==> src/det_pkg.sv <==
package det_pkg;

    // element and result width
    localparam int ELEM_W = 51;
    // largest matrix dimension, 3x3
    localparam int MAT_DIM = 3;
    // width of the size input
    localparam int SIZE_W = 5;
    // multiplier pipeline depth, at least 3
    localparam int MUL_LATENCY = 4;
    // six permutation terms for size 3
    localparam int MAX_TERMS = 6;
    localparam int TERM_W = 3;
    // multiplier splits operand b at this bit
    localparam int MUL_SPLIT = 26;

    typedef logic [ELEM_W-1:0] elem_t;
    typedef logic [SIZE_W-1:0] size_t;
    typedef logic [TERM_W-1:0] term_t;

    // matrix[row][col]
    typedef elem_t [MAT_DIM-1:0][MAT_DIM-1:0] mat_t;

    // travels with every product
    typedef struct packed {
        term_t term;
        // set when this product completes its term
        logic  is_final;
    } mul_tag_t;

    typedef struct packed {
        elem_t    a;
        elem_t    b;
        mul_tag_t tag;
    } mul_req_t;

    typedef struct packed {
        elem_t    prod;
        mul_tag_t tag;
    } mul_rsp_t;

    // number of permutation terms for a size
    // sizes other than 2 and 3 have none
    function automatic term_t term_count(input size_t size);
        term_t n;
        case (size)
            size_t'(2): n = term_t'(2);
            size_t'(3): n = term_t'(MAX_TERMS);
            default:    n = '0;
        endcase
        return n;
    endfunction

endpackage
==> src/det_mul_pipe.sv <==
`timescale 1ns/1ps

module det_mul_pipe (
    input  logic              clk,
    input  logic              rst,
    input  logic              mul_valid,
    input  det_pkg::mul_req_t mul_req,
    output logic              rsp_valid,
    output det_pkg::mul_rsp_t mul_rsp
);

    // valid and tag shift alongside the data
    logic [det_pkg::MUL_LATENCY-1:0] vld;
    det_pkg::mul_tag_t               tag_q [det_pkg::MUL_LATENCY];

    // stage 1 operands
    det_pkg::elem_t op_a;
    det_pkg::elem_t op_b;
    // stage 2 partial products, low half and shifted high half of b
    det_pkg::elem_t pp_lo;
    logic [det_pkg::ELEM_W-det_pkg::MUL_SPLIT-1:0] pp_hi;
    // stage 3 sum, then plain delay up to the output
    det_pkg::elem_t prod_q [det_pkg::MUL_LATENCY-2];

    always_ff @(posedge clk or posedge rst) begin
        if (rst) begin
            vld <= '0;
        end else begin
            vld <= {vld[det_pkg::MUL_LATENCY-2:0], mul_valid};
        end
    end

    always_ff @(posedge clk) begin
        tag_q[0] <= mul_req.tag;
        for (int i = 1; i < det_pkg::MUL_LATENCY; i++) begin
            tag_q[i] <= tag_q[i-1];
        end
        op_a <= mul_req.a;
        op_b <= mul_req.b;
        // only the low ELEM_W product bits are kept
        pp_lo <= op_a * op_b[det_pkg::MUL_SPLIT-1:0];
        // high half lands above MUL_SPLIT, so its top bits fall off
        pp_hi <= op_a[det_pkg::ELEM_W-det_pkg::MUL_SPLIT-1:0]
               * op_b[det_pkg::ELEM_W-1:det_pkg::MUL_SPLIT];
        prod_q[0] <= pp_lo + {pp_hi, {det_pkg::MUL_SPLIT{1'b0}}};
        for (int i = 1; i < det_pkg::MUL_LATENCY - 2; i++) begin
            prod_q[i] <= prod_q[i-1];
        end
    end

    assign rsp_valid = vld[det_pkg::MUL_LATENCY-1];
    assign mul_rsp.prod = prod_q[det_pkg::MUL_LATENCY-3];
    assign mul_rsp.tag = tag_q[det_pkg::MUL_LATENCY-1];

    // an unknown valid would corrupt every stage behind it
    valid_known_a: assert property (@(posedge clk) disable iff (rst)
        !$isunknown(mul_valid));

endmodule

==> config.mk <==
export PLATFORM = sky130hd
export DESIGN_NAME = det_mul_pipe
export DESIGN_NICKNAME = d
export VERILOG_FILES = /design/src/det_pkg.sv /design/src/det_mul_pipe.sv
export SDC_FILE = /design/constraint.sdc
export NUM_CORES = 2
export LEC_CHECK = 0
export ABC_AREA = 1
export BUFFER_PORTS_ARGS = -buffer_cell sky130_fd_sc_hd__buf_2
export CAP_MARGIN = 10
export CORE_MARGIN = 5
export CORE_UTILIZATION = 60
export CTS_CLUSTER_DIAMETER = 200
export DETAILED_ROUTE_END_ITERATION = 16
export PLACE_DENSITY = 0.77
export RECOVER_POWER = 100
export SLEW_MARGIN = 25
export SYNTH_ARGS = -nofsm -noshare
export SYNTH_HDL_FRONTEND = slang
export SYNTH_SLANG_ARGS = --single-unit
==> constraint.sdc <==
create_clock -name clk -period 18.7 [get_ports clk]
set_input_delay 2.805 -clock clk [delete_from_list [all_inputs] [get_ports clk]]
set_output_delay 2.805 -clock clk [all_outputs]
set_load 0.05 [all_outputs]
* Yosys cells after proc, flatten, opt, wreduce, memory -nomap -nowiden
Memory sizes are Yosys's and may differ from the RTL's. Cells that the tools add are included.
Operators by class: add/subtract/negate cells 1, multipliers 2
Operators with widths (count):
- adder 51 bit | 1
- multiplier 51 x 26 -> 51 bit | 1
- multiplier 25 x 25 -> 25 bit | 1
Storage, ports and cells: register bits after elaboration 182, memory bits (writable) 118, bits of input ports 109, logic and storage cells 10, memories 2
Memory list:
- prod_q | depth 2, width 51, rd ports 2, clocked after memory_dff 0, wr ports 2, line det_mul_pipe.sv:23 | det_pkg::elem_t prod_q [det_pkg::MUL_LATENCY-2];
- tag_q | depth 4, width 4, rd ports 4, clocked after memory_dff 0, wr ports 4, line det_mul_pipe.sv:14 | det_pkg::mul_tag_t tag_q [det_pkg::MUL_LATENCY];

* Depth between registers and ports, before layout
word-level depth 1, mapped depth 31, gate-level depth less buffers 29

* Worst setup path after synthesis
Ideal clock, no wire load.
path kind register to register, from register op_a[13], to register pp_lo[49], setup time 112 ps, arrival time 6096 ps, data required time 18588 ps, setup slack 12492 ps, cell stages (with the launch flop) 31, path buffers 2, path through dfxtp_1 > clkbuf_1 > buf_1 > nand2_1 > fa_1 > inv_1 > fa_1 > inv_1 > fa_1 > inv_1 > fa_1 > inv_1 > fa_1 > inv_1 > fa_1 > inv_1 > fa_1 > inv_1 > ha_1 > a21o_1 > nand3_1 > nand2_1 > nor2_1 > nand2_1 > nand2_1 > nand3_2 > a21o_4 > nand2_1 > nand2_1 > nand2_1 > nand2_1
On the way: word-level cells in the longest chain between the ends 1
RTL lines:
- start: declaration | line det_mul_pipe.sv:17 | det_pkg::elem_t op_a;
- start signal: assignment | line det_mul_pipe.sv:38 | op_a <= mul_req.a;
- multiplier 51 x 26 -> 51 bit | line det_mul_pipe.sv:41 | pp_lo <= op_a * op_b[det_pkg::MUL_SPLIT-1:0];
- end signal: assignment | line det_mul_pipe.sv:41
- end: declaration | line det_mul_pipe.sv:20 | det_pkg::elem_t pp_lo;
Every way passes these cells.

* Worst setup path after layout
from register op_a[0], to register pp_lo[34]
Same word-level chain as after synthesis.

==> flow_summary.toml <==
[run_status]
status = "finished with violations"
violations = "capacitance limit, slew limit"

[logic_synthesis]
synth_warnings = 0
syn_avg_cell_area_um2 = 8.13
ys_async_sr_fraction = 0.0133
synth_edf_count = 0
ys_seq_area_frac = 0.123
ys_top_cells_by_area = "fa_1 45%, inv_1 14%, nand2_1 13%"
synth_area_um2 = 48900
yosysTopAreaCell = "fa_1"
syn_inst = 6017
ys_ff_latch = 300
yosys.area.top_type_share = 0.446
syn_nets = 7452
synth_cell_types = 56
ys.flop_type = "dfxtp_1"

[setup_path]
path_cells = "clkbuf_1, nand2_1, fa_1, fa_1, inv_1, fa_1, fa_1, fa_1, fa_1, inv_1, fa_1, inv_1, ha_1, nand2_1, nor2_1, nand2_1, nor4_1, nand2_1, nand3_1, a31oi_1, xnor2_1"
start_kind = "flop"
path_max_fanout = 26
crit_type = "reg2reg"
cp.buffers_inverters = 4
cp.required_ns = 19.17
cp_common_cell = "fa_1"
end_kind = "flop"
crit_arrival_ns = 9.24
worst_path_max_delay_cell = "dfxtp_1"
crit_path_max_incr_delay_ns = 1.38
crit_family = "adder cells"

[timing]
worst_slew_pin_slew_ns = 1.59
grt_setup_unrepaired = "no"
slew_headroom = -0.0598
max_freq_ghz = 0.114
setup_violations = 0
final.setup.tns_ns = 0
hold_violations = 0
final_max_slew_viol_count = 85
post-route-period-util = 0.469
fin_skew_ns = 0.0388
min_period_ns = 8.77
final.setup.worst_slack_ns = 9.93

[clock_network]
cts_tree = "done"
cts_setup_buffers = 0
ctsHoldBuffers = 0
cts_root_buf = "clkbuf_16"
clock_latency_ns = 0.63
clock-sinks = 300
path_clk_slew_ns = 0.06
cts_buffers = 38
clock_tree.buffer_depth = 3
cts_resized = 0
cts.htree.levels = 2

[routing]
wire_per_inst_um = 18.3
routed_wl_mm = 129
vias = 36700
via_per_inst = 5.22
drt-pass1-iter-count = 6
route.detailed.drc = 0
postRouteAntennaNets = 0
drt_iter0_drc = 2670

[cells_and_area]
register_area_um2 = 6050
fillers = 6865
area_growth_pct = 4.80
nets = 7384
drive_gt1_frac = 0.0458
mostFrequentLayoutCells = "1,843 x inv_1, 1,644 x nand2_1, 1,090 x fa_1"
multi_input_area_um2 = 34400
final_common_cell = "inv_1"

[floorplan]
initial_core_util = 0.607
die_area_um2 = 87400
die_h_um = 296
die_w_um = 296
row_count = 104
io_pins = 165
core-area_um2 = 80700

[global_routing]
grt_overflow = 0
grt_usage = 0.306
grt_pass1_wl_mm = 208
grt_antenna_before_repair = 0
grt_start_max_net_pins = 53
grt_pass1_vias = 39900

[place]
io_buffers = 164
place.gp.congestion = 0.954
dp_hpwl_mm = 99.6
post-place-ws_ns = 11.53

[flow_run]
max_cap_viol_count = 3

[hold_path]
hold_path.class = "reg2reg"
-- cells by family (layout without fill, tap and decap cells) --
logic type | after synthesis | count (layout) | synth area share
and+or+nand+nor | 1867 | 1867 | 0.149
adders and majority gates | 1326 | 1326 | 0.506
AOI/OAI and AO/OA | 217 | 217 | 0.0262
DFF | 300 | 300 | 0.123
other | 0 | 1 | 0
xor gates and xnor gates | 125 | 125 | 0.0227
buffers and inverters | 2182 | 2144 | 0.173
-- area by class of cell --
class	instances	area share
Inverter	1852	0.136
Sequential cell	300	0.118
Tap cell	1060	0.0259
Clock inverter	27	0.00807
Antenna cell	1	0.0000488
Clock buffer	43	0.0193
Multi-Input combinational cell	3535	0.670
Timing Repair Buffer	222	0.0229
-- cells in the mapped netlist (9+ instances only) --
library cell  count
nand3_1          84
clkbuf_1        187
nor3_1           10
buf_2            26
nand2_2          12
dfxtp_1         296
a21oi_1         102
ha_1            236
buf_1            57
buf_4            55
nand4_1           9
a21o_1           11
nor2_1           77
o21bai_1         12
xor2_1           76
o21ai_0          40
xnor2_1          47
fa_1           1090
nand2_1        1643
inv_1          1843
a31oi_1          14
-- through the flow --
step / instances / hold WS (ns) / cell area, um2 / utilization
2_1_floorplan: 6017 / 0.310 / 48900 / -
6_report: 7040 / 0.325 / 51300 / 0.636
3_5_place_dp: 6969 / 0.312 / 50100 / 0.620
5_1_grt: 7039 / 0.330 / 51300 / 0.636
4_1_cts: 7039 / 0.325 / 51500 / 0.638
3_3_place_gp: 6969 / 0.310 / 50100 / 0.620
-- sequential cells by signal, indices dropped and copies added (netlist names) --
| signal | cells |
|---|---|
| tag_q | 16 |
| op_a | 51 |
| vld | 4 |
| pp_lo | 51 |
| op_b | 51 |
| prod_q | 102 |
| pp_hi | 25 |
-- worst reg2reg max path: stages (launching register included) --
cell	delay, ns
dfxtp_1	1.38
clkbuf_1	1.24
nand2_1	0.20
fa_1	0.50
fa_1	0.49
inv_1	0.05
fa_1	0.45
fa_1	0.52
fa_1	0.44
fa_1	0.50
inv_1	0.06
fa_1	0.49
inv_1	0.05
ha_1	0.36
nand2_1	0.12
nor2_1	0.28
nand2_1	0.11
nor4_1	0.49
nand2_1	0.10
nand3_1	0.22
a31oi_1	0.16
xnor2_1	0.42
-- worst paths after layout --
check	depth (start not counted)	start	endpoint	slack (ns)
setup / recovery	21	op_a[0]	pp_lo[34]	9.93
hold / removal	0	prod_q[0][43]	prod_q[0][94]	0.32
setup reg to reg	21	op_a[0]	pp_lo[34]	9.93
hold reg to reg	0	prod_q[0][43]	prod_q[0][94]	0.32
max in group asynchronous	2	rst	vld[0]	16.47
min in group asynchronous	2	rst	vld[2]	2.08
-- routing by layer --
| layer | up-vias | wire length, um | global-route usage |
|---|---|---|---|
| li1 | 16400 | - | - |
| met1 | 18100 | 47100 | 0.381 |
| met2 | 1720 | 63300 | 0.522 |
| met3 | 431 | 10500 | 0.0481 |
| met4 | 0 | 7820 | 0.155 |
| met5 | - | 0 | 0 |
Power is left out: the tool's default activity adds up to more than one toggle a clock period on the data nets, which glitch-free logic cannot reach.
