[src/det_pkg.sv]
package det_pkg;

    // element and result width
    localparam int ELEM_W = 51;
    // largest matrix dimension, 3x3
    localparam int MAT_DIM = 3;
    // width of the size input
    localparam int SIZE_W = 5;
    // multiplier pipeline depth, at least 3
    localparam int MUL_LATENCY = 4;
    // six permutation terms for size 3
    localparam int MAX_TERMS = 6;
    localparam int TERM_W = 3;
    // multiplier splits operand b at this bit
    localparam int MUL_SPLIT = 26;

    typedef logic [ELEM_W-1:0] elem_t;
    typedef logic [SIZE_W-1:0] size_t;
    typedef logic [TERM_W-1:0] term_t;

    // matrix[row][col]
    typedef elem_t [MAT_DIM-1:0][MAT_DIM-1:0] mat_t;

    // travels with every product
    typedef struct packed {
        term_t term;
        // set when this product completes its term
        logic  is_final;
    } mul_tag_t;

    typedef struct packed {
        elem_t    a;
        elem_t    b;
        mul_tag_t tag;
    } mul_req_t;

    typedef struct packed {
        elem_t    prod;
        mul_tag_t tag;
    } mul_rsp_t;

    // number of permutation terms for a size
    // sizes other than 2 and 3 have none
    function automatic term_t term_count(input size_t size);
        term_t n;
        case (size)
            size_t'(2): n = term_t'(2);
            size_t'(3): n = term_t'(MAX_TERMS);
            default:    n = '0;
        endcase
        return n;
    endfunction

endpackage
[src/det_accumulator.sv]
`timescale 1ns/1ps

module det_accumulator (
    input  logic              clk,
    input  logic              rst,
    input  logic              clear,
    input  det_pkg::size_t    size,
    input  logic              rsp_valid,
    input  det_pkg::mul_rsp_t mul_rsp,
    output logic              all_done,
    output det_pkg::elem_t    result
);

    det_pkg::term_t count;
    det_pkg::elem_t sum;
    // finished term from the multiplier
    logic           take;

    assign take = rsp_valid && mul_rsp.tag.is_final;

    always_ff @(posedge clk or posedge rst) begin
        if (rst) begin
            count <= '0;
            all_done <= 1'b0;
        end else if (clear) begin
            count <= '0;
            all_done <= 1'b0;
        end else begin
            if (take) begin
                count <= count + 1'b1;
            end
            // one cycle behind the count
            all_done <= (count == det_pkg::term_count(size));
        end
    end

    // unsigned XOR of all terms
    always_ff @(posedge clk) begin
        if (clear) begin
            sum <= '0;
        end else if (take) begin
            sum <= sum ^ mul_rsp.prod;
        end
    end

    // held until the next clear
    assign result = sum;

    // more final products than terms means a lost or doubled tag
    count_max_a: assert property (@(posedge clk) disable iff (rst)
        count <= det_pkg::term_t'(det_pkg::MAX_TERMS));

endmodule

[config.mk]
export PLATFORM = sky130hd
export DESIGN_NAME = det_accumulator
export DESIGN_NICKNAME = d
export VERILOG_FILES = /design/src/det_pkg.sv /design/src/det_accumulator.sv
export SDC_FILE = /design/constraint.sdc
export NUM_CORES = 1
export LEC_CHECK = 0
export ABC_AREA = 1
export BUFFER_PORTS_ARGS = -buffer_cell sky130_fd_sc_hd__buf_2
export CAP_MARGIN = 20
export CORE_MARGIN = 2
export CORE_UTILIZATION = 40
export CTS_BUF_LIST = sky130_fd_sc_hd__clkbuf_16
export CTS_CLUSTER_DIAMETER = 120
export CTS_CLUSTER_SIZE = 14
export DETAILED_ROUTE_END_ITERATION = 6
export MAX_ROUTING_LAYER = met4
export PLACE_DENSITY = 0.67
export SETUP_SLACK_MARGIN = 0.3
export SYNTH_ARGS = -nofsm -noshare
export SYNTH_HDL_FRONTEND = slang
export SYNTH_SLANG_ARGS = --single-unit
[constraint.sdc]
create_clock -name clk -period 1.5 [get_ports clk]
set_clock_uncertainty 0.15 [all_clocks]
set_input_delay 0.075 -clock clk [delete_from_list [all_inputs] [get_ports clk]]
set_output_delay 0.075 -clock clk [all_outputs]
set_load 0.03 [all_outputs]
[Word level (Yosys, flattened, before mapping)]
Cells that the tools add are included.
Word-level totals
  word-level logic and storage cells: 15
  bits of input ports: 64
  bits in registers: 55
Operators by class
  bitwise gates (word level): 1
  muxes and demuxes: 5
  reductions and logical operators: 2
  add/subtract/negate cells: 1
  equality and inequality tests: 3
Operators by type and width (number)
  $xor A51 B51 Y51: 1
  $eq A5 B2 Y1 const B: 2
  $mux W3: 3
  $pmux W3 S2: 1
  $add A3 B1 Y3 const B: 1
  $eq A3 B3 Y1: 1
  $reduce_bool A2 Y1: 1
  $logic_and A1 B1 Y1: 1
  $mux W1: 1

[Longest topological paths before layout]
  word-level depth: 5
  mapped depth: 6
  depth with buffers taken out: 6

[Worst setup path after synthesis]
No wires, ideal clock.
  path type: register to register
  from: register count[0]
  to: register count[1]
  buffers on the path: 0
  stages on the path, launching flop included: 4
  data required time: 1.227 ns
  arrival time: 0.797 ns
  library setup time: 0.123 ns
  setup slack: 0.430 ns
  cell sequence: dfrtp_1 > ha_1 > nand3_1 > o31ai_2
Between the ends
  longest elaborated chain between the ends: 3
Ends and longest elaborated chain
  start, declared: RTL line det_accumulator.sv:14  | det_pkg::term_t count;
  start signal, assigned: RTL line det_accumulator.sv:30  | count <= count + 1'b1;
  $add A3 B1 Y3: RTL line det_accumulator.sv:30
  $mux W3: RTL line det_accumulator.sv:29  | if (take) begin
  $mux W3: RTL line det_accumulator.sv:25  | end else if (clear) begin
Every way passes these cells. The select of a mux whose other input is x is not followed.
A chain may end at the register's enable or synchronous reset.

[Final worst setup path]
Ends and elaborated chain as after synthesis.

==> flow_metrics.py <==
metrics = {
    "sta": {
        "setup_repair_after_global_routing_missed_its_margin": "false",
        "fin_setup_tns_ns": 0,
        "number_of_slew_limit_violations_in_the_final_report": 0,
        "remaining_max_slew_budget_at_the_tightest_pin": 0.7779,
        "finalHoldViolations": 0,
        "count_of_final_setup_violators": 0,
        "final.period_utilization": 0.7388,
        "achievable-frequency_ghz": 0.9024,
        "worst_slew_pin_slew_ns": 0.3331,
        "finalWorstPathRequiredPeriod_ns": 1.108,
    },
    "detailed_routing": {
        "first_iter_violations": 97,
        "detailed_routing_wirelength_on_met1_um": 2905,
        "avgViaCountPerCell": 4.675,
        "drt_wl_total_um": 6697,
        "detail_route.first_pass.iterations": 4,
        "top_layer_used": "met4",
        "route.met3.wl_um": 431,
        "wl_per_cell_um": 11.16,
        "vias": 2805,
        "postRouteAntennaNets": 0,
        "drc_errors": 0,
        "wl_met2_um": 3286,
    },
    "critical_path": {
        "cp_max_fo": 3,
        "critical_path.endpoint_type": "flop",
        "worst-setup-path-type": "reg2reg",
        "r2r_start": "count[0]$_DFFE_PP0P_",
        "critPathRequiredTime_ns": 1.52,
        "setup.reg_to_reg.worst_slack_ns": 0.39,
        "worstPathArrival_ns": 1.13,
        "worstReg2RegEnd": "count[1]$_DFFE_PP0P_",
        "start_kind": "flop",
        "worstSetupStartpoint": "count[0]$_DFFE_PP0P_",
        "depth_of_the_most_critical_reg_to_reg_path": 3,
    },
    "yosys": {
        "syn-instance-count": 360,
        "ys_top_cells_by_area": "sky130_fd_sc_hd__dfxtp_1, sky130_fd_sc_hd__nand2_1, sky130_fd_sc_hd__nand3_1",
        "synth.distinct_cells": 19,
        "synthesis.nets": 425,
        "postSynthRegisterBits": 55,
        "synth_enable_flop_cells": 0,
        "yosysSeqAreaShare": 0.4407,
        "netlist.area_leader.share": 0.4014,
        "synth_async_reset_ratio": 0.07273,
        "most_frequent_cell_after_synthesis": "sky130_fd_sc_hd__nand2_1",
        "largest_area_contributor_in_the_netlist": "sky130_fd_sc_hd__dfxtp_1",
        "synth.cell_area_um2": 2544,
        "yosys_warnings": 0,
        "synthFlopType": "sky130_fd_sc_hd__dfxtp_1",
        "cell_types_with_the_highest_counts_after_synthesis": "sky130_fd_sc_hd__nand2_1, sky130_fd_sc_hd__inv_1, sky130_fd_sc_hd__nand3_1",
        "syn-mean-instance-area_um2": 7.066,
    },
    "floorplanning": {
        "io_pins": 116,
        "die_x_um": 83.75,
        "floorplan.die_area_um2": 7013,
        "core_area_um2": 6241,
        "die_height_um": 83.75,
        "placement_rows": 29,
        "initial_core_util": 0.4076,
    },
    "clock_network": {
        "numCtsBuffers": 5,
        "clock_slew_at_reported_path_ffs_ns": 0.07,
        "clock_sink_count": 55,
        "clk_path_buf_depth": 2,
        "clock_insertion_delay_worst_skew_ns": 0.28,
        "cts_tree": "done",
        "h-tree-depth": 2,
        "clockRootBuffer": "sky130_fd_sc_hd__clkbuf_16",
        "post-cts-setup-buffers": 0,
    },
    "pwr": {
        "worst_ir_drop_vdd_uv": 582.2,
        "power.switching_fraction": 0.2801,
        "clock_power_share": 0.322,
        "p_sw_mw": 0.9480,
        "leakage_power_nw": 1.822,
        "p_per_area_nw_per_um2": 884.4,
        "p_int_mw": 2.436,
        "share_seq_of_total_power": 0.472,
        "share_comb_of_total_power": 0.206,
    },
    "place": {
        "port-buffer-count": 112,
        "gp_congestion": 0.6976,
        "place.detailed.hpwl_um": 4140,
    },
    "grt": {
        "grt_pass1_vias": 2836,
        "grtUsageTotal": 0.2046,
        "global_route_wire_length_before_repair_um": 11810,
        "grt_antenna_before_repair": 0,
        "grt_start_max_net_pins": 56,
        "grt-ovfl-total": 0,
    },
    "min_path": {
        "hold_path_depth": 6,
        "timing.hold.worst.class": "in2reg",
        "timing.hold.worst.start": "size[2]",
        "worst_hold_path.endpoint": "all_done$_DFF_PP0_",
    },
    "finish": {
        "antenna_cells": 0,
        "final_net_count": 587,
        "nFillCells": 578,
        "fin_util": 0.6131,
        "p_r_area_growth_vs_syn_pct": 50.42,
        "drive_above_1_share": 0.2772,
    },
    "job": {
        "max-cap-violations": 0,
    },
    "run_status": {
        "result_of_the_run": "completed",
    },
}
[what timing repair did]
action | in CTS | in global routing
hold buffers | 55 | 0
endpoints found under the setup margin | 0 | 1
resized for setup | 0 | 1
endpoints found under the hold margin | 58 | 0
[registers in the layout, indices dropped and copies added, names as in the netlist]
name and flops:
result 51, count 3, all_done 1
[how the worst max path moves through the flow]
stage                                       to  cells after the start
after global routing        all_done$_DFF_PP0_                      7
after CTS                 count[1]$_DFFE_PP0P_                      3
after detailed placement  count[1]$_DFFE_PP0P_                      3
after floorplan           count[1]$_DFFE_PP0P_                      3
final                     count[1]$_DFFE_PP0P_                      3
after global placement    count[1]$_DFFE_PP0P_                      3
[layer usage]
metal,vias to the layer above,track usage
li1,1448,-
met1,1261,0.2224
met2,88,0.3767
met3,8,0.05242
met4,0,0.04106
met5,-,-
[cells by family after synthesis]
group | share of synthesized area
DFF | 0.4407
adders and majority gates | 0.004918
buffers and inverters | 0.1343
AOI/OAI and AO/OA | 0.1220
and+or+nand+nor | 0.2981
[area by class of cell]
class,instances,area (um2),share of cell area
clock buffers,5,125.1,0.03270
clock inverters,3,11.26,0.002943
inverters,60,225.2,0.05886
multi-input cells,229,1081,0.2825
flip-flops and latches,55,1121,0.2930
well taps,77,96.34,0.02518
repair buffers,171,1166,0.3048
[worst max-delay path: stages, from the launching register on]
cell                      delay (ns)
sky130_fd_sc_hd__dfrtp_1        0.40
sky130_fd_sc_hd__ha_1           0.29
sky130_fd_sc_hd__nand3_1        0.09
sky130_fd_sc_hd__o31ai_2        0.06
[power groups by stage]
stage / Combinational [mW] / Clock (mW) / Sequential, mW
floorplan: 0.221 / 0 / 1.78
global placement: 0.565 / 0 / 1.62
detailed placement: 0.582 / 0 / 1.63
CTS: 0.693 / 1.13 / 1.60
global route: 0.763 / 1.19 / 1.61
finish: 0.697 / 1.09 / 1.60
[stage by stage]
step                      area (um2)  hold slack, ns  worst slack [ns]  power (mW)  cells
final                           3826        0.001740            0.3918       3.384    600
after global routing            3826         0.01768            0.3200       3.559    600
after CTS                       3826        0.001181            0.3842       3.415    600
after detailed placement        3139         -0.1777            0.3913       2.210    537
after global placement          3139         -0.1822            0.4062       2.188    537
after floorplan                 2544         -0.3089            0.4301       2.000    360
[placed cells by master, fill, tap and decap left out]
master and instances:
sky130_fd_sc_hd__buf_2 112, sky130_fd_sc_hd__nand2_1 100, sky130_fd_sc_hd__inv_1 59, sky130_fd_sc_hd__nand3_1 56
sky130_fd_sc_hd__dlygate4sd3_1 55, sky130_fd_sc_hd__dfxtp_1 51, sky130_fd_sc_hd__a21oi_1 41, sky130_fd_sc_hd__nand2_2 11
sky130_fd_sc_hd__a21oi_2 10, sky130_fd_sc_hd__nor2_1 6, sky130_fd_sc_hd__clkbuf_16 5, sky130_fd_sc_hd__dfrtp_1 4
sky130_fd_sc_hd__inv_2 2, sky130_fd_sc_hd__clkinv_1 2, sky130_fd_sc_hd__buf_12 2, sky130_fd_sc_hd__buf_4 2
sky130_fd_sc_hd__nor3_1 1, sky130_fd_sc_hd__o21ai_1 1, sky130_fd_sc_hd__o31ai_2 1, sky130_fd_sc_hd__nand4_1 1
sky130_fd_sc_hd__ha_1 1
Power figures use the tool's default switching activity.
