[config.mk]
export PLATFORM = sky130hd
export DESIGN_NAME = det_sequencer
export DESIGN_NICKNAME = d
export VERILOG_FILES = /design/src/det_pkg.sv /design/src/det_sequencer.sv
export SDC_FILE = /design/constraint.sdc
export NUM_CORES = 1
export LEC_CHECK = 0
export BUFFER_PORTS_ARGS = -buffer_cell sky130_fd_sc_hd__buf_2
export CAP_MARGIN = 20
export CORE_AREA = 5 5 125 127
export CTS_BUF_LIST = sky130_fd_sc_hd__clkbuf_8
export CTS_CLUSTER_DIAMETER = 40
export CTS_CLUSTER_SIZE = 25
export DETAILED_ROUTE_END_ITERATION = 8
export DIE_AREA = 0 0 130 132
export GPL_TIMING_DRIVEN = 0
export PLACE_DENSITY = 0.63
export SYNTH_ARGS = -nofsm -noshare
export SYNTH_HDL_FRONTEND = slang
export SYNTH_SLANG_ARGS = --single-unit
[constraint.sdc]
create_clock -name clk -period 3.2 [get_ports clk]
set_input_delay 0.32 -clock clk [delete_from_list [all_inputs] [get_ports clk]]
set_output_delay 0.32 -clock clk [all_outputs]
set_load 0.02 [all_outputs]
[src/det_pkg.sv]
package det_pkg;

    // element and result width
    localparam int ELEM_W = 51;
    // largest matrix dimension, 3x3
    localparam int MAT_DIM = 3;
    // width of the size input
    localparam int SIZE_W = 5;
    // multiplier pipeline depth, at least 3
    localparam int MUL_LATENCY = 4;
    // six permutation terms for size 3
    localparam int MAX_TERMS = 6;
    localparam int TERM_W = 3;
    // multiplier splits operand b at this bit
    localparam int MUL_SPLIT = 26;

    typedef logic [ELEM_W-1:0] elem_t;
    typedef logic [SIZE_W-1:0] size_t;
    typedef logic [TERM_W-1:0] term_t;

    // matrix[row][col]
    typedef elem_t [MAT_DIM-1:0][MAT_DIM-1:0] mat_t;

    // travels with every product
    typedef struct packed {
        term_t term;
        // set when this product completes its term
        logic  is_final;
    } mul_tag_t;

    typedef struct packed {
        elem_t    a;
        elem_t    b;
        mul_tag_t tag;
    } mul_req_t;

    typedef struct packed {
        elem_t    prod;
        mul_tag_t tag;
    } mul_rsp_t;

    // number of permutation terms for a size
    // sizes other than 2 and 3 have none
    function automatic term_t term_count(input size_t size);
        term_t n;
        case (size)
            size_t'(2): n = term_t'(2);
            size_t'(3): n = term_t'(MAX_TERMS);
            default:    n = '0;
        endcase
        return n;
    endfunction

endpackage
[src/det_sequencer.sv]
`timescale 1ns/1ps

module det_sequencer (
    input  logic              clk,
    input  logic              rst,
    input  logic              req,
    input  det_pkg::size_t    size,
    input  det_pkg::elem_t    issue_a,
    input  det_pkg::elem_t    issue_b,
    input  det_pkg::elem_t    fb_c,
    input  logic              issue_n3,
    input  logic              rsp_valid,
    input  det_pkg::mul_rsp_t mul_rsp,
    input  logic              all_done,
    output logic              ack,
    output det_pkg::term_t    issue_term,
    output det_pkg::term_t    fb_term,
    output logic              mul_valid,
    output det_pkg::mul_req_t mul_req,
    output logic              clear
);

    typedef enum logic [1:0] {
        st_idle,
        st_run,
        st_hold
    } state_t;

    state_t         state;
    det_pkg::term_t total;
    // terms still to be issued
    logic           issue_busy;
    logic           issue_last;
    logic           issue_fire;
    // partial product back from the multiplier, needs row 2
    logic           fb_pending;

    assign total = det_pkg::term_count(size);
    assign fb_term = mul_rsp.tag.term;
    assign fb_pending = rsp_valid && !mul_rsp.tag.is_final;
    // feedback owns the multiplier slot, new issue waits
    assign issue_fire = (state == st_run) && issue_busy && !fb_pending;
    assign issue_last = (issue_term == total - 1'b1);

    always_ff @(posedge clk or posedge rst) begin
        if (rst) begin
            state <= st_idle;
            ack <= 1'b0;
            clear <= 1'b0;
            issue_busy <= 1'b0;
            issue_term <= '0;
            mul_valid <= 1'b0;
        end else begin
            clear <= 1'b0;
            mul_valid <= fb_pending || issue_fire;
            // index stops on the last term
            if (issue_fire) begin
                if (issue_last) begin
                    issue_busy <= 1'b0;
                end else begin
                    issue_term <= issue_term + 1'b1;
                end
            end
            case (state)
                st_idle: begin
                    if (req && !ack) begin
                        state <= st_run;
                        clear <= 1'b1;
                        issue_busy <= (total != '0);
                        issue_term <= '0;
                    end
                end
                st_run: begin
                    // all_done is stale while clear is still high
                    // no terms at all, result is the cleared sum
                    if ((clear && total == '0) || (!clear && all_done)) begin
                        ack <= 1'b1;
                        state <= st_hold;
                    end
                end
                st_hold: begin
                    // four-phase, wait for req to drop
                    if (!req) begin
                        ack <= 1'b0;
                        state <= st_idle;
                    end
                end
                default: begin
                    state <= st_idle;
                end
            endcase
        end
    end

    // request payload, feedback or a fresh term
    always_ff @(posedge clk) begin
        if (fb_pending) begin
            mul_req.a <= mul_rsp.prod;
            mul_req.b <= fb_c;
            mul_req.tag.term <= mul_rsp.tag.term;
            mul_req.tag.is_final <= 1'b1;
        end else begin
            mul_req.a <= issue_a;
            mul_req.b <= issue_b;
            mul_req.tag.term <= issue_term;
            // two-factor terms finish in one pass
            mul_req.tag.is_final <= !issue_n3;
        end
    end

    // partials only come back while running, and only for a term already issued
    fb_slot_a: assert property (@(posedge clk) disable iff (rst)
        fb_pending |-> (state == st_run)
            && (!issue_busy || mul_rsp.tag.term < issue_term));

endmodule

Yosys cells after proc, flatten, opt, wreduce, memory -nomap -nowiden
Index checks and enable logic that the tools add are counted.

Register bits after elaboration: 115. Input port bits: 219. Output and inout bits: 115. Logic and storage cells: 58.

$add $sub $neg: 2. Equality and inequality tests: 8. Multiplexer cells: 19. Reduce and logical (&&, ||, !) cells: 19.

Operators with widths (number): $mux W106 (1); $mux W3 (4); $eq A5 B2 Y1 const B (2); $mux W1 (8); $logic_and A1 B1 Y1 (6); $mux W2 (3); $pmux W2 S3 (1); $pmux W3 S2 (1); $reduce_and A3 Y1 (2); $logic_not A1 Y1 (5); $ne A2 B2 Y1 const B (2); $add A3 B1 Y3 const B (1); $eq A3 B3 Y1 (1); $logic_not A3 Y1 (1); $reduce_bool A3 Y1 (1); $sub A3 B1 Y3 const B (1); $eq A2 B1 Y1 const B (1); $eq A2 B2 Y1 const B (1); $logic_not A2 Y1 (1); $logic_or A1 B1 Y1 (2); $ne A2 B1 Y1 const B (1); $pmux W1 S2 (1); $reduce_bool A2 Y1 (1).

Depth between registers and ports, before layout
Gate-level depths: netlist (run 1).

Word-level depth: 8. Depth in mapped cells: 6. Mapped depth without buffers: 4.

Worst setup path after synthesis (run 1)
Ideal clock, no wire load.

Kind: input-to-reg. Start point: input size[3]. End point: register issue_term[2]. Library setup time: 138 ps. Data arrival time: 1340 ps. Data required time: 3062 ps. Slack: 1722 ps. Stages on the path: 4. Buffers on the path: 0. Path through: or4b_4 -> a211oi_2 -> nand3_1 -> mux2i_1.

Cells in the longest elaborated chain, start to end: 8. Elaborated cells between the ends (all ways): 9. Those cells by class: 1 x add/sub; 3 x eq/ne; 5 x mux.

Ends and longest elaborated chain: from (decl) (line det_sequencer.sv:7) `input det_pkg::size_t size,`; $eq A5 B2 Y1 (line det_pkg.sv:46) `case (size)`; $pmux W3 S2 (*) (line det_pkg.sv:46); $sub A3 B1 Y3 (*) (line det_sequencer.sv:43) `assign issue_last = (issue_term == total - 1'b1);`; $eq A3 B3 Y1 (*) (line det_sequencer.sv:43); $mux W3 (*) (line det_sequencer.sv:58) `if (issue_last) begin`; $mux W3 (*) (line det_sequencer.sv:57) `if (issue_fire) begin`; $mux W3 (line det_sequencer.sv:66) `if (req && !ack) begin`; $mux W3 (*) (line det_sequencer.sv:64) `case (state)`; to (signal assigned) (line det_sequencer.sv:61) `issue_term <= issue_term + 1'b1;`; to (decl) (line det_sequencer.sv:16) `output det_pkg::term_t issue_term,`.

Mark *: on every way between the ends. The rest lies on a longest branch, timed or not. A chain may end at the register's enable or synchronous reset.

Worst setup path in the final report (run 1)
Start point: input mul_rsp[0] (netlist name). End point: register mul_req[78] (netlist name).

Cells in the longest elaborated chain, start to end: 3.

Ends and longest elaborated chain: from (decl) (line det_sequencer.sv:13) `input det_pkg::mul_rsp_t mul_rsp,`; $logic_not A1 Y1 (line det_sequencer.sv:40) `assign fb_pending = rsp_valid && !mul_rsp.tag.is_final;`; $logic_and A1 B1 Y1 (line det_sequencer.sv:40); $mux W106 (line det_sequencer.sv:97) `if (fb_pending) begin`; to (decl) (line det_sequencer.sv:19) `output det_pkg::mul_req_t mul_req,`.

No other way between the ends.

==> impl_metrics.py, run 1 <==
metrics = {
    "outcome": {
        "outcome": "complete, no violations",
    },
    "cts": {
        "cts_resized": 0,
        "numCtsBuffers": 17,
        "cts_root_buf": "clkbuf_8",
        "cts_tree": "built",
        "path_clk_slew_ns": 0.07,
        "cts_buffer_depth": 2,
        "clk_latency_ns": 0.42,
        "h-tree-depth": 4,
        "clkSinkCount": 115,
    },
    "floorplan": {
        "fp-row-count": 44,
        "initial_core_util_pct": 27.3,
        "die_w_um": 130,
        "dieArea_mm2": 0.0172,
        "die_y_um": 132,
        "core_mm2": 0.0143,
        "io_pins": 334,
    },
    "placed_design": {
        "placed_cells": 1016,
        "dpl.hpwl_um": 12100,
        "place_congestion": 0.809,
        "io_buffers": 333,
    },
    "setup_path": {
        "critPathLaunchType": "input pin",
        "cp.required_ns": 3.57,
        "slowest_delay_ns": 0.43,
        "crit_path_top_delay_cell": "clkbuf_1",
        "critical_path_class": "input pin to register",
        "cp_data_arrival_time_ns": 1.90,
        "crit_path_end_kind": "register",
        "critPathMaxFanout": 10,
        "crit_path_cell_trace": "buf_2, nand2b_1, clkbuf_1, buf_2, buf_1, nand2_1, nand2_1",
    },
    "yosys": {
        "synthDistinctLibCells": 26,
        "syn-cell-area_mm2": 0.00390,
        "syn_avg_cell_area_um2": 7.83,
        "ys_warn_count": 0,
        "synth_fp_nets": 719,
        "seq_area_frac_synth_pct": 60.1,
        "syn_inst": 499,
        "ys_ff_latch": 115,
    },
    "timing": {
        "fin_crit_ns": 1.53,
        "timing.setup.tns_ns": 0,
        "rsz0062_at_grt": "false",
        "clock.fmax_mhz": 654,
        "finalSetupViolations": 0,
        "finalCritPeriodShare_pct": 47.8,
        "slew_headroom_pct": 63.2,
        "finalMaxSlewViolations": 0,
        "tightest_slew_ns": 0.552,
        "fin_skew_ns": 0.00598,
        "hold_violations": 0,
    },
    "layout": {
        "fillCellCount": 1514,
        "regArea_mm2": 0.00235,
        "syn_to_final_growth_pct": 58.9,
        "layout_common_cells": "buf_2 (335), nand2_1 (320), dfxtp_1 (106)",
        "final_common_cell": "buf_2",
        "drive_above_1_share_pct": 42.8,
        "nets": 1072,
        "antenna_cells": 0,
        "multi_input_area_mm2": 0.00143,
        "instances_no_fill": 1049,
    },
    "job": {
        "maxCapViolations": 0,
    },
    "grt": {
        "grt_max_degree": 17,
        "overflow": 0,
        "grt_usage_pct": 16.3,
        "grt_pass1_wl_um": 21200,
        "antenna_found_initial": 1,
        "grt_pass1_vias": 4098,
    },
    "routing": {
        "drc": 0,
        "wire_per_inst_um": 14.1,
        "drt.antenna.violating_nets": 0,
        "wl_um": 14800,
        "vias_per_cell": 4.08,
        "first_pass_iters": 5,
        "via_count": 4284,
        "drt_iter0_drc": 149,
    },
    "min_path": {
        "hold_class": "input pin to register",
    },
    "power_and_ir_drop": {
        "ir_worst_vdd_mv": 0.254,
        "p_leak_nw": 3.63,
        "p_per_area_mw_per_mm2": 608,
    },
}
cell families after synthesis:
family	Yosys count	share of synthesized area [%]
AOI/OAI and AO/OA	14	2.18
DFF	115	60.1
buffers and inverters	31	3.33
and+or+nand+nor	337	33.8
adders and majority gates	1	0.320
muxes	1	0.256
through the flow:
step / setup slack, ns / area, um^2 / util, % / total power [mW] / hold slack, ns
floorplan: 1.72 / 3910 / - / 2.10 / 0.148
global placement: 1.08 / 5800 / 40.5 / 2.45 / 0.308
detailed placement: 1.12 / 5800 / 40.5 / 2.46 / 0.311
CTS: 1.59 / 6210 / 43.4 / 3.83 / 0.0189
global route: 1.44 / 6210 / 43.4 / 3.96 / 0.0273
finish: 1.67 / 6210 / 43.4 / 3.77 / 0.0601
critical path, delay by kind of cell:
family | cells | cell delay [ns]
buf+inv | 4 | 1.23
simple gates | 3 | 0.34
worst paths after layout:
| kind | end | cells after the start | from | slack, ns |
|---|---|---|---|---|
| min in group asynchronous | mul_valid | 3 | rst | 0.41 |
| setup reg to reg | issue_term[0] | 4 | issue_term[2] | 1.76 |
| setup / recovery | mul_req[78] | 7 | mul_rsp[0] | 1.67 |
| hold / removal | mul_req[0] | 2 | issue_n3 | 0.06 |
| max in group asynchronous | issue_term[1] | 3 | rst | 2.51 |
| hold reg to reg | ack | 2 | ack | 0.57 |
report_power, final:
| part | total (mW) | switching [mW] | internal [mW] |
|---|---|---|---|
| Sequential | 1.67 | 0.0741 | 1.59 |
| Clock | 1.36 | 0.585 | 0.773 |
| Combinational | 0.748 | 0.453 | 0.295 |
| Total | 3.77 | 1.11 | 2.66 |
cell type report:
class / instances / area share, %
plain buffers: 27 / 1.85
clock buffers: 18 / 3.99
clock inverters: 14 / 2.36
inverters: 4 / 0.242
multi-input cells: 353 / 23.0
flip-flops and latches: 115 / 37.8
well taps: 184 / 3.71
repair buffers: 334 / 27.0
synth_stat cells:
master    count  area share, %
nand2_1     320             31
dfxtp_1     106             54
clkbuf_1     16            1.5
dfrtp_1       9            5.8
buf_1         6           0.58
o21ai_0       6           0.77
inv_1         4           0.38
a21oi_1       3           0.38
and3_1        3           0.48
buf_4         3           0.58
nand3_1       3           0.38
nor2_1        3           0.29
a211oi_1      2           0.38
buf_2         2           0.26
nand2b_1      2           0.32
a211oi_2      1           0.32
a22oi_1       1           0.19
and4b_1       1           0.26
ha_1          1           0.32
mux2i_1       1           0.26
nand3b_1      1           0.19
nor2b_1       1           0.16
nor4b_1       1           0.22
nor4b_2       1           0.38
o21ai_1       1           0.13
or4b_4        1           0.35
timing repair:
item,CTS,global route
hold buffers,1,0
hold endpoints to repair,9,0
buffers inserted,0,0
state kept, by name (all words and copies together), names as in the netlist:
| register | count |
|---|---|
| state | 2 |
| issue_busy | 1 |
| issue_term | 3 |
| mul_valid | 1 |
| ack | 1 |
| mul_req | 106 |
| clear | 1 |
layer usage:
metal,up-vias,part of all wire (%),GRT usage [%]
met3,12,13,8.63
met1,1827,36,16.1
met2,221,49,28.9
li1,2222,-,-
met5,-,0.088,0
met4,2,1.4,5.54
Power figures use the tool's default switching activity.
==> inputs of run 2 (changes only) <==
Settings changed: CORE_AREA 5 5 125 127 to 5 5 126 128, DIE_AREA 0 0 130 132 to 0 0 131 133, PLACE_DENSITY 0.63 to 0.62.
Clock period 3.2 ns to 1.5 ns, I/O delays scaled along.
==> impl_metrics.py, run 2 (synthesis results as in run 1) <==
metrics = {
    "floorplan": {
        "initial_core_util_pct": 26.5,
        "io_pins": 334,
        "fp-row-count": 45,
        "core_mm2": 0.0148,
        "die_y_um": 133,
        "dieArea_mm2": 0.0174,
        "die_w_um": 131,
    },
    "cts": {
        "cts_tree": "built",
        "cts_root_buf": "clkbuf_8",
        "cts_buffer_depth": 2,
        "path_clk_slew_ns": 0.07,
        "clk_latency_ns": 0.43,
        "h-tree-depth": 4,
        "clkSinkCount": 115,
        "numCtsBuffers": 17,
        "cts_setup_buffers": 0,
    },
    "placed_design": {
        "io_buffers": 333,
        "placed_area_mm2": 0.00581,
        "place_congestion": 0.757,
        "placed_cells": 1020,
        "dpl.hpwl_um": 11900,
    },
    "layout": {
        "final_area_mm2": 0.00827,
        "largest_reg_flops": 106,
        "regArea_mm2": 0.00235,
        "fillCellCount": 1276,
        "regMostFlops": "mul_req",
        "largestRegisters": "mul_req x106, issue_term x3, state x2",
        "drive_above_1_share_pct": 35.1,
        "final_common_cell": "buf_2",
        "layout_common_cells": "buf_2 (335), nand2_1 (320), dlygate4sd3_1 (210)",
        "syn_to_final_growth_pct": 112,
        "final_util_pct": 56.1,
        "nets": 1280,
        "instances_no_fill": 1263,
        "multi_input_area_mm2": 0.00144,
    },
    "setup_path": {
        "rr_worst_depth": 4,
        "endpoint": "mul_req[6]",
        "critical_path_class": "input pin to register",
        "critPathMaxFanout": 10,
        "reg2reg_slack_ns": 0.10,
        "crit_path_top_delay_cell": "dlygate4sd3_1",
        "crit_top_cell": "nand2_1",
        "crit_path_cell_trace": "buf_2, nand2b_1, clkbuf_1, nand2_1, nand2_1, dlygate4sd3_1",
        "reg2reg_to": "issue_term[2]",
        "crit_path_end_kind": "register",
        "cp.required_ns": 1.87,
        "worstSetupStartpoint": "mul_rsp[0]",
        "critPathLaunchType": "input pin",
        "reg2reg_from": "state[1]",
        "cp_data_arrival_time_ns": 1.77,
        "slowest_delay_ns": 0.56,
    },
    "grt": {
        "overflow": 0,
        "grt_pass1_vias": 5814,
        "antenna_found_initial": 1,
        "grt_pass1_wl_um": 28100,
        "grt_max_degree": 17,
        "grt_usage_pct": 20.6,
    },
    "timing": {
        "clock.fmax_mhz": 715,
        "fin_crit_ns": 1.40,
        "rsz0062_at_grt": "false",
        "tightest_slew_ns": 0.625,
        "whs_ns": 0.0773,
        "slew_headroom_pct": 58.3,
        "hold_violations": 0,
        "finalSetupViolations": 0,
        "fin_skew_ns": 0.00674,
        "finalCritPeriodShare_pct": 93.3,
        "finalMaxSlewViolations": 0,
    },
    "routing": {
        "vias_per_cell": 4.22,
        "wl_um": 18700,
        "drt.antenna.violating_nets": 0,
        "via_count": 5336,
        "wire_per_inst_um": 14.8,
        "drt_iter0_drc": 129,
        "first_pass_iters": 4,
        "drc": 0,
    },
    "power_and_ir_drop": {
        "p_per_area_mw_per_mm2": 999,
        "ir_worst_vdd_mv": 0.522,
        "p_leak_nw": 4.50,
    },
    "outcome": {
        "outcome": "complete, no violations",
    },
    "job": {
        "maxCapViolations": 0,
    },
    "min_path": {
        "hold_class": "input pin to register",
    },
}
## run 2: cell types whose count changed in the layout (fill, tap and decap cells not counted), moves of 2 or more
cell	change
clkbuf_2	+4
dlygate4sd3_1	+209
clkbuf_1	-5
diode_2	+2
bufinv_16	-2
## run 2: metal layers
metal	up-vias	part of all wire [%]	track usage, %
met5	-	0	0
met1	2376	36	20.8
met4	0	3.1	9.43
met2	276	50	36.4
met3	44	11	8.60
li1	2640	-	-
## run 2: final cells by class
type / count / area share [%]
flip-flops and latches: 115 / 28.4
clock buffers: 18 / 2.99
inverters: 4 / 0.181
multi-input cells: 353 / 17.4
repair buffers: 543 / 45.6
diodes: 2 / 0.0605
clock inverters: 14 / 1.19
plain buffers: 26 / 1.41
well taps: 188 / 2.84
## run 2: per-stage QoR
stage	setup WS (ns)	total power, mW	TNS [ns]
2_1_floorplan	0.0933	4.48	0
6_report	0.101	8.27	0
5_1_grt	0.0143	8.69	0
3_5_place_dp	-0.316	5.25	-11.58
3_3_place_gp	-0.328	5.23	-11.51
4_1_cts	0.0196	8.30	0
## run 2: worst min-delay path by stage
stage | start | to | cells after the start | slack [ns]
after floorplan | rst | ack | 1 | -0.02
after global placement | rst | ack | 2 | 0.14
after detailed placement | rst | ack | 2 | 0.15
after CTS | size[3] | issue_busy | 4 | 0.03
after global routing | size[4] | issue_busy | 4 | 0.10
final | size[3] | issue_busy | 4 | 0.08
## run 2: critical path: cells and delay by family
| kind | cells | cell delay (ns) |
|---|---|---|
| AND/OR/NAND/NOR | 3 | 0.55 |
| buffers and inverters | 3 | 1.06 |
## run 2: where the power goes
part           switching (mW)  internal (mW)
logic                    1.10           1.03
registers               0.172           3.40
clock network            1.25           1.31
## run 2: what timing repair did
| item | 4_1_cts | 5_1_grt |
|---|---|---|
| hold endpoints to repair | 117 | 0 |
| gates resized for setup | 0 | 11 |
| hold buffers | 210 | 0 |
| endpoints found under the setup margin | 0 | 41 |
==> inputs of run 3 (changes only) <==
Settings changed: CORE_AREA 5 5 126 128 to 5 5 125 127, DIE_AREA 0 0 131 133 to 0 0 130 132, PLACE_DENSITY 0.62 to 0.63.
Clock period 1.5 ns to 1.7 ns, I/O delays scaled along.
==> impl_metrics.py, run 3 <==
metrics = {
    "outcome": {
        "outcome": "aborted with a tool error",
        "stop_stage": "4_1_cts",
        "error": "[ERROR RSZ-0060] Max buffer count reached.",
    },
    "placed_design": {
        "dp_slack_ns": -0.231,
        "place_congestion": 0.809,
        "placed_area_mm2": 0.00580,
        "io_buffers": 333,
        "dpl.hpwl_um": 12100,
    },
    "yosys": {
        "synth.most_common_cell": "nand2_1",
        "syn_inst": 499,
        "synth_area_leader_cell": "dfxtp_1",
        "synth_fp_nets": 719,
        "syn_avg_cell_area_um2": 7.83,
        "ys_ff_latch": 115,
        "synth_edf_count": 0,
        "seq_area_frac_synth_pct": 60.1,
        "ys_warn_count": 0,
        "synth_ff_type": "dfxtp_1",
        "yosys.area.top_type_share_pct": 54.3,
        "syn-cell-area_mm2": 0.00390,
        "synthDistinctLibCells": 26,
        "async_flop_share_pct": 7.83,
        "yosys-top-cells-area": "dfxtp_1 (54%), nand2_1 (31%), dfrtp_1 (5.8%), clkbuf_1 (1.5%), o21ai_0 (0.77%)",
        "synth_common_cells": "nand2_1 (320), dfxtp_1 (106), clkbuf_1 (16), dfrtp_1 (9)",
    },
    "floorplan": {
        "io_pins": 334,
        "die_w_um": 130,
        "fp-row-count": 44,
        "die_y_um": 132,
        "initial_core_util_pct": 27.3,
    },
    "cts": {
        "cts_root_buf": "clkbuf_8",
        "h-tree-depth": 4,
        "cts_setup_buffers": 0,
        "cts_hold_buf": 210,
        "numCtsBuffers": 17,
        "clkSinkCount": 115,
        "cts_resized": 0,
        "cts_buffer_depth": 2,
    },
}
[run 3: cells by family after synthesis]
family,count (synthesis),synth area share (%)
flip-flops,115,60.1
adder cells (fa/ha/maj),1,0.320
multiplexers,1,0.256
AND/OR/NAND/NOR,337,33.8
buffers and inverters,31,3.33
AO/OA/AOI/OAI,14,2.18
[run 3: stage by stage]
step | std cells | TNS, ns
floorplan | 499 | 0
detailed placement | 1016 | -6.55
global placement | 1016 | -7.63
==> inputs of run 4 (changes only) <==
Settings changed: CORE_AREA 5 5 125 127 to 5 5 128 130, CTS_BUF_LIST sky130_fd_sc_hd__clkbuf_8 to unset, CTS_CLUSTER_DIAMETER 40 to unset, CTS_CLUSTER_SIZE 25 to unset, DIE_AREA 0 0 130 132 to 0 0 133 135, PLACE_DENSITY 0.63 to unset, PLACE_DENSITY_LB_ADDON set to 0.15.
==> impl_metrics.py, run 4 (synthesis results as in run 1) <==
metrics = {
    "outcome": {
        "outcome": "complete, no violations",
    },
    "power_and_ir_drop": {
        "switchingPower_mw": 2.25,
        "p_leak_nw": 4.58,
        "swShare_pct": 26.8,
        "combPwrFrac_pct": 22.2,
        "power_mw": 8.39,
        "p_per_area_mw_per_mm2": 991,
        "power_frac_seq_pct": 37.5,
        "ir_worst_vdd_mv": 0.602,
        "internal_power_mw": 6.14,
        "clkPwrFrac_pct": 40.2,
    },
    "setup_path": {
        "rr_worst_depth": 4,
        "critPathMaxFanout": 10,
        "cp.required_ns": 2.04,
        "crit_path_end_kind": "register",
        "reg2reg_to": "issue_term[0]",
        "critical_path_class": "input pin to register",
        "critPathLaunchType": "input pin",
        "cp_data_arrival_time_ns": 1.90,
        "endpoint": "mul_req[19]",
        "reg2reg_from": "issue_term[2]",
        "reg2reg_slack_ns": 0.20,
        "worstSetupStartpoint": "mul_rsp[0]",
    },
    "timing": {
        "tightest_slew_ns": 0.534,
        "finalSetupViolations": 0,
        "worst_slack_ns": 0.140,
        "clock.fmax_mhz": 641,
        "finalMaxSlewViolations": 0,
        "fin_skew_ns": 0.00753,
        "rsz0062_at_grt": "false",
        "fin_crit_ns": 1.56,
        "finalCritPeriodShare_pct": 91.8,
        "slew_headroom_pct": 64.4,
        "hold_violations": 0,
    },
    "layout": {
        "drive_above_1_share_pct": 34.4,
        "nets": 1279,
        "regMostFlops": "mul_req",
        "final_common_cell": "buf_2",
        "largest_reg_flops": 106,
        "syn_to_final_growth_pct": 117,
        "largestRegisters": "mul_req x106, issue_term x3, state x2",
        "fillCellCount": 1382,
        "layout_common_cells": "buf_2 (335), nand2_1 (320), dlygate4sd3_1 (209)",
    },
    "routing": {
        "vias_per_cell": 4.10,
        "drt.antenna.violating_nets": 0,
        "drc": 0,
        "via_count": 5164,
        "drt_iter0_drc": 116,
        "first_pass_iters": 4,
        "wl_um": 17400,
        "wire_per_inst_um": 13.8,
    },
    "grt": {
        "grt_pass1_vias": 5519,
        "antenna_found_initial": 3,
        "grt_max_degree": 17,
        "grt_usage_pct": 19.1,
        "overflow": 0,
        "grt_pass1_wl_um": 27300,
    },
    "floorplan": {
        "die_w_um": 133,
        "die_y_um": 135,
        "core_mm2": 0.0150,
        "initial_core_util_pct": 26.0,
        "fp-row-count": 45,
        "io_pins": 334,
        "dieArea_mm2": 0.0180,
    },
    "cts": {
        "clk_latency_ns": 0.40,
        "path_clk_slew_ns": 0.05,
        "cts_root_buf": "clkbuf_16",
        "cts_buffer_depth": 2,
        "numCtsBuffers": 17,
        "h-tree-depth": 4,
        "cts_tree": "built",
        "clkSinkCount": 115,
    },
    "placed_design": {
        "dp_slack_ns": -0.175,
        "io_buffers": 333,
        "dpl.hpwl_um": 12000,
        "place_congestion": 0.723,
    },
    "job": {
        "maxCapViolations": 0,
    },
    "min_path": {
        "hold_class": "input pin to register",
    },
}
[run 4: worst min path at each step]
stage          startpoint   endpoint  slack, ns  depth (start not counted)
2_1_floorplan         rst        ack     -0.002                          1
3_3_place_gp          rst  mul_valid       0.16                          2
3_5_place_dp          rst  mul_valid       0.16                          2
4_1_cts               req        ack      0.002                          3
5_1_grt               req        ack       0.04                          3
6_report              req        ack       0.02                          3
[run 4: power by group through the flow]
stage	logic [mW]	registers (mW)	clock network, mW
2_1_floorplan	0.416	3.53	0
3_3_place_gp	1.43	3.20	0
3_5_place_dp	1.43	3.20	0
4_1_cts	1.87	3.15	3.47
5_1_grt	2.04	3.19	3.58
6_report	1.87	3.15	3.37
[run 4: timing repair]
action,CTS,global route
hold endpoints to repair,115,0
buffers inserted,0,0
resized for setup,0,1
setup endpoints to repair,0,34
hold buffers,209,0
[run 4: stage by stage]
step           area (um^2)  instances  hold slack, ns  TNS [ns]  util, %
2_1_floorplan         3910        499        -0.00208         0        -
3_3_place_gp          5810       1020           0.160     -5.75     38.6
3_5_place_dp          5810       1020           0.163     -5.68     38.6
4_1_cts               8460       1257         0.00166         0     56.3
5_1_grt               8460       1259          0.0434         0     56.3
6_report              8460       1259          0.0220         0     56.3
[run 4: layer usage]
metal  wire, um  vias to the layer above  share of wire, %  GRT usage [%]
met5          0                        -                 0              0
met4        326                        0               1.9           6.52
met3       1740                       24                10           8.35
met2       8760                      244                50           34.5
met1       6570                     2258                38           19.8
li1           -                     2638                 -              -
[run 4: final cells by class]
class | instances | area [um^2] | share of cell area, %
repair buffers | 542 | 3760 | 44.4
well taps | 188 | 235 | 2.78
diodes | 3 | 7.51 | 0.0887
clock inverters | 4 | 47.5 | 0.562
inverters | 4 | 15.0 | 0.177
plain buffers | 26 | 111 | 1.32
multi-input cells | 353 | 1430 | 16.9
flip-flops and latches | 115 | 2350 | 27.7
clock buffers | 24 | 513 | 6.06
[run 4: critical path: stages]
cell and delay, ns:
buf_2 0.08, nand2b_1 0.40, clkbuf_1 0.42, nand2_1 0.15
nand2_1 0.10, dlygate4sd3_1 0.57
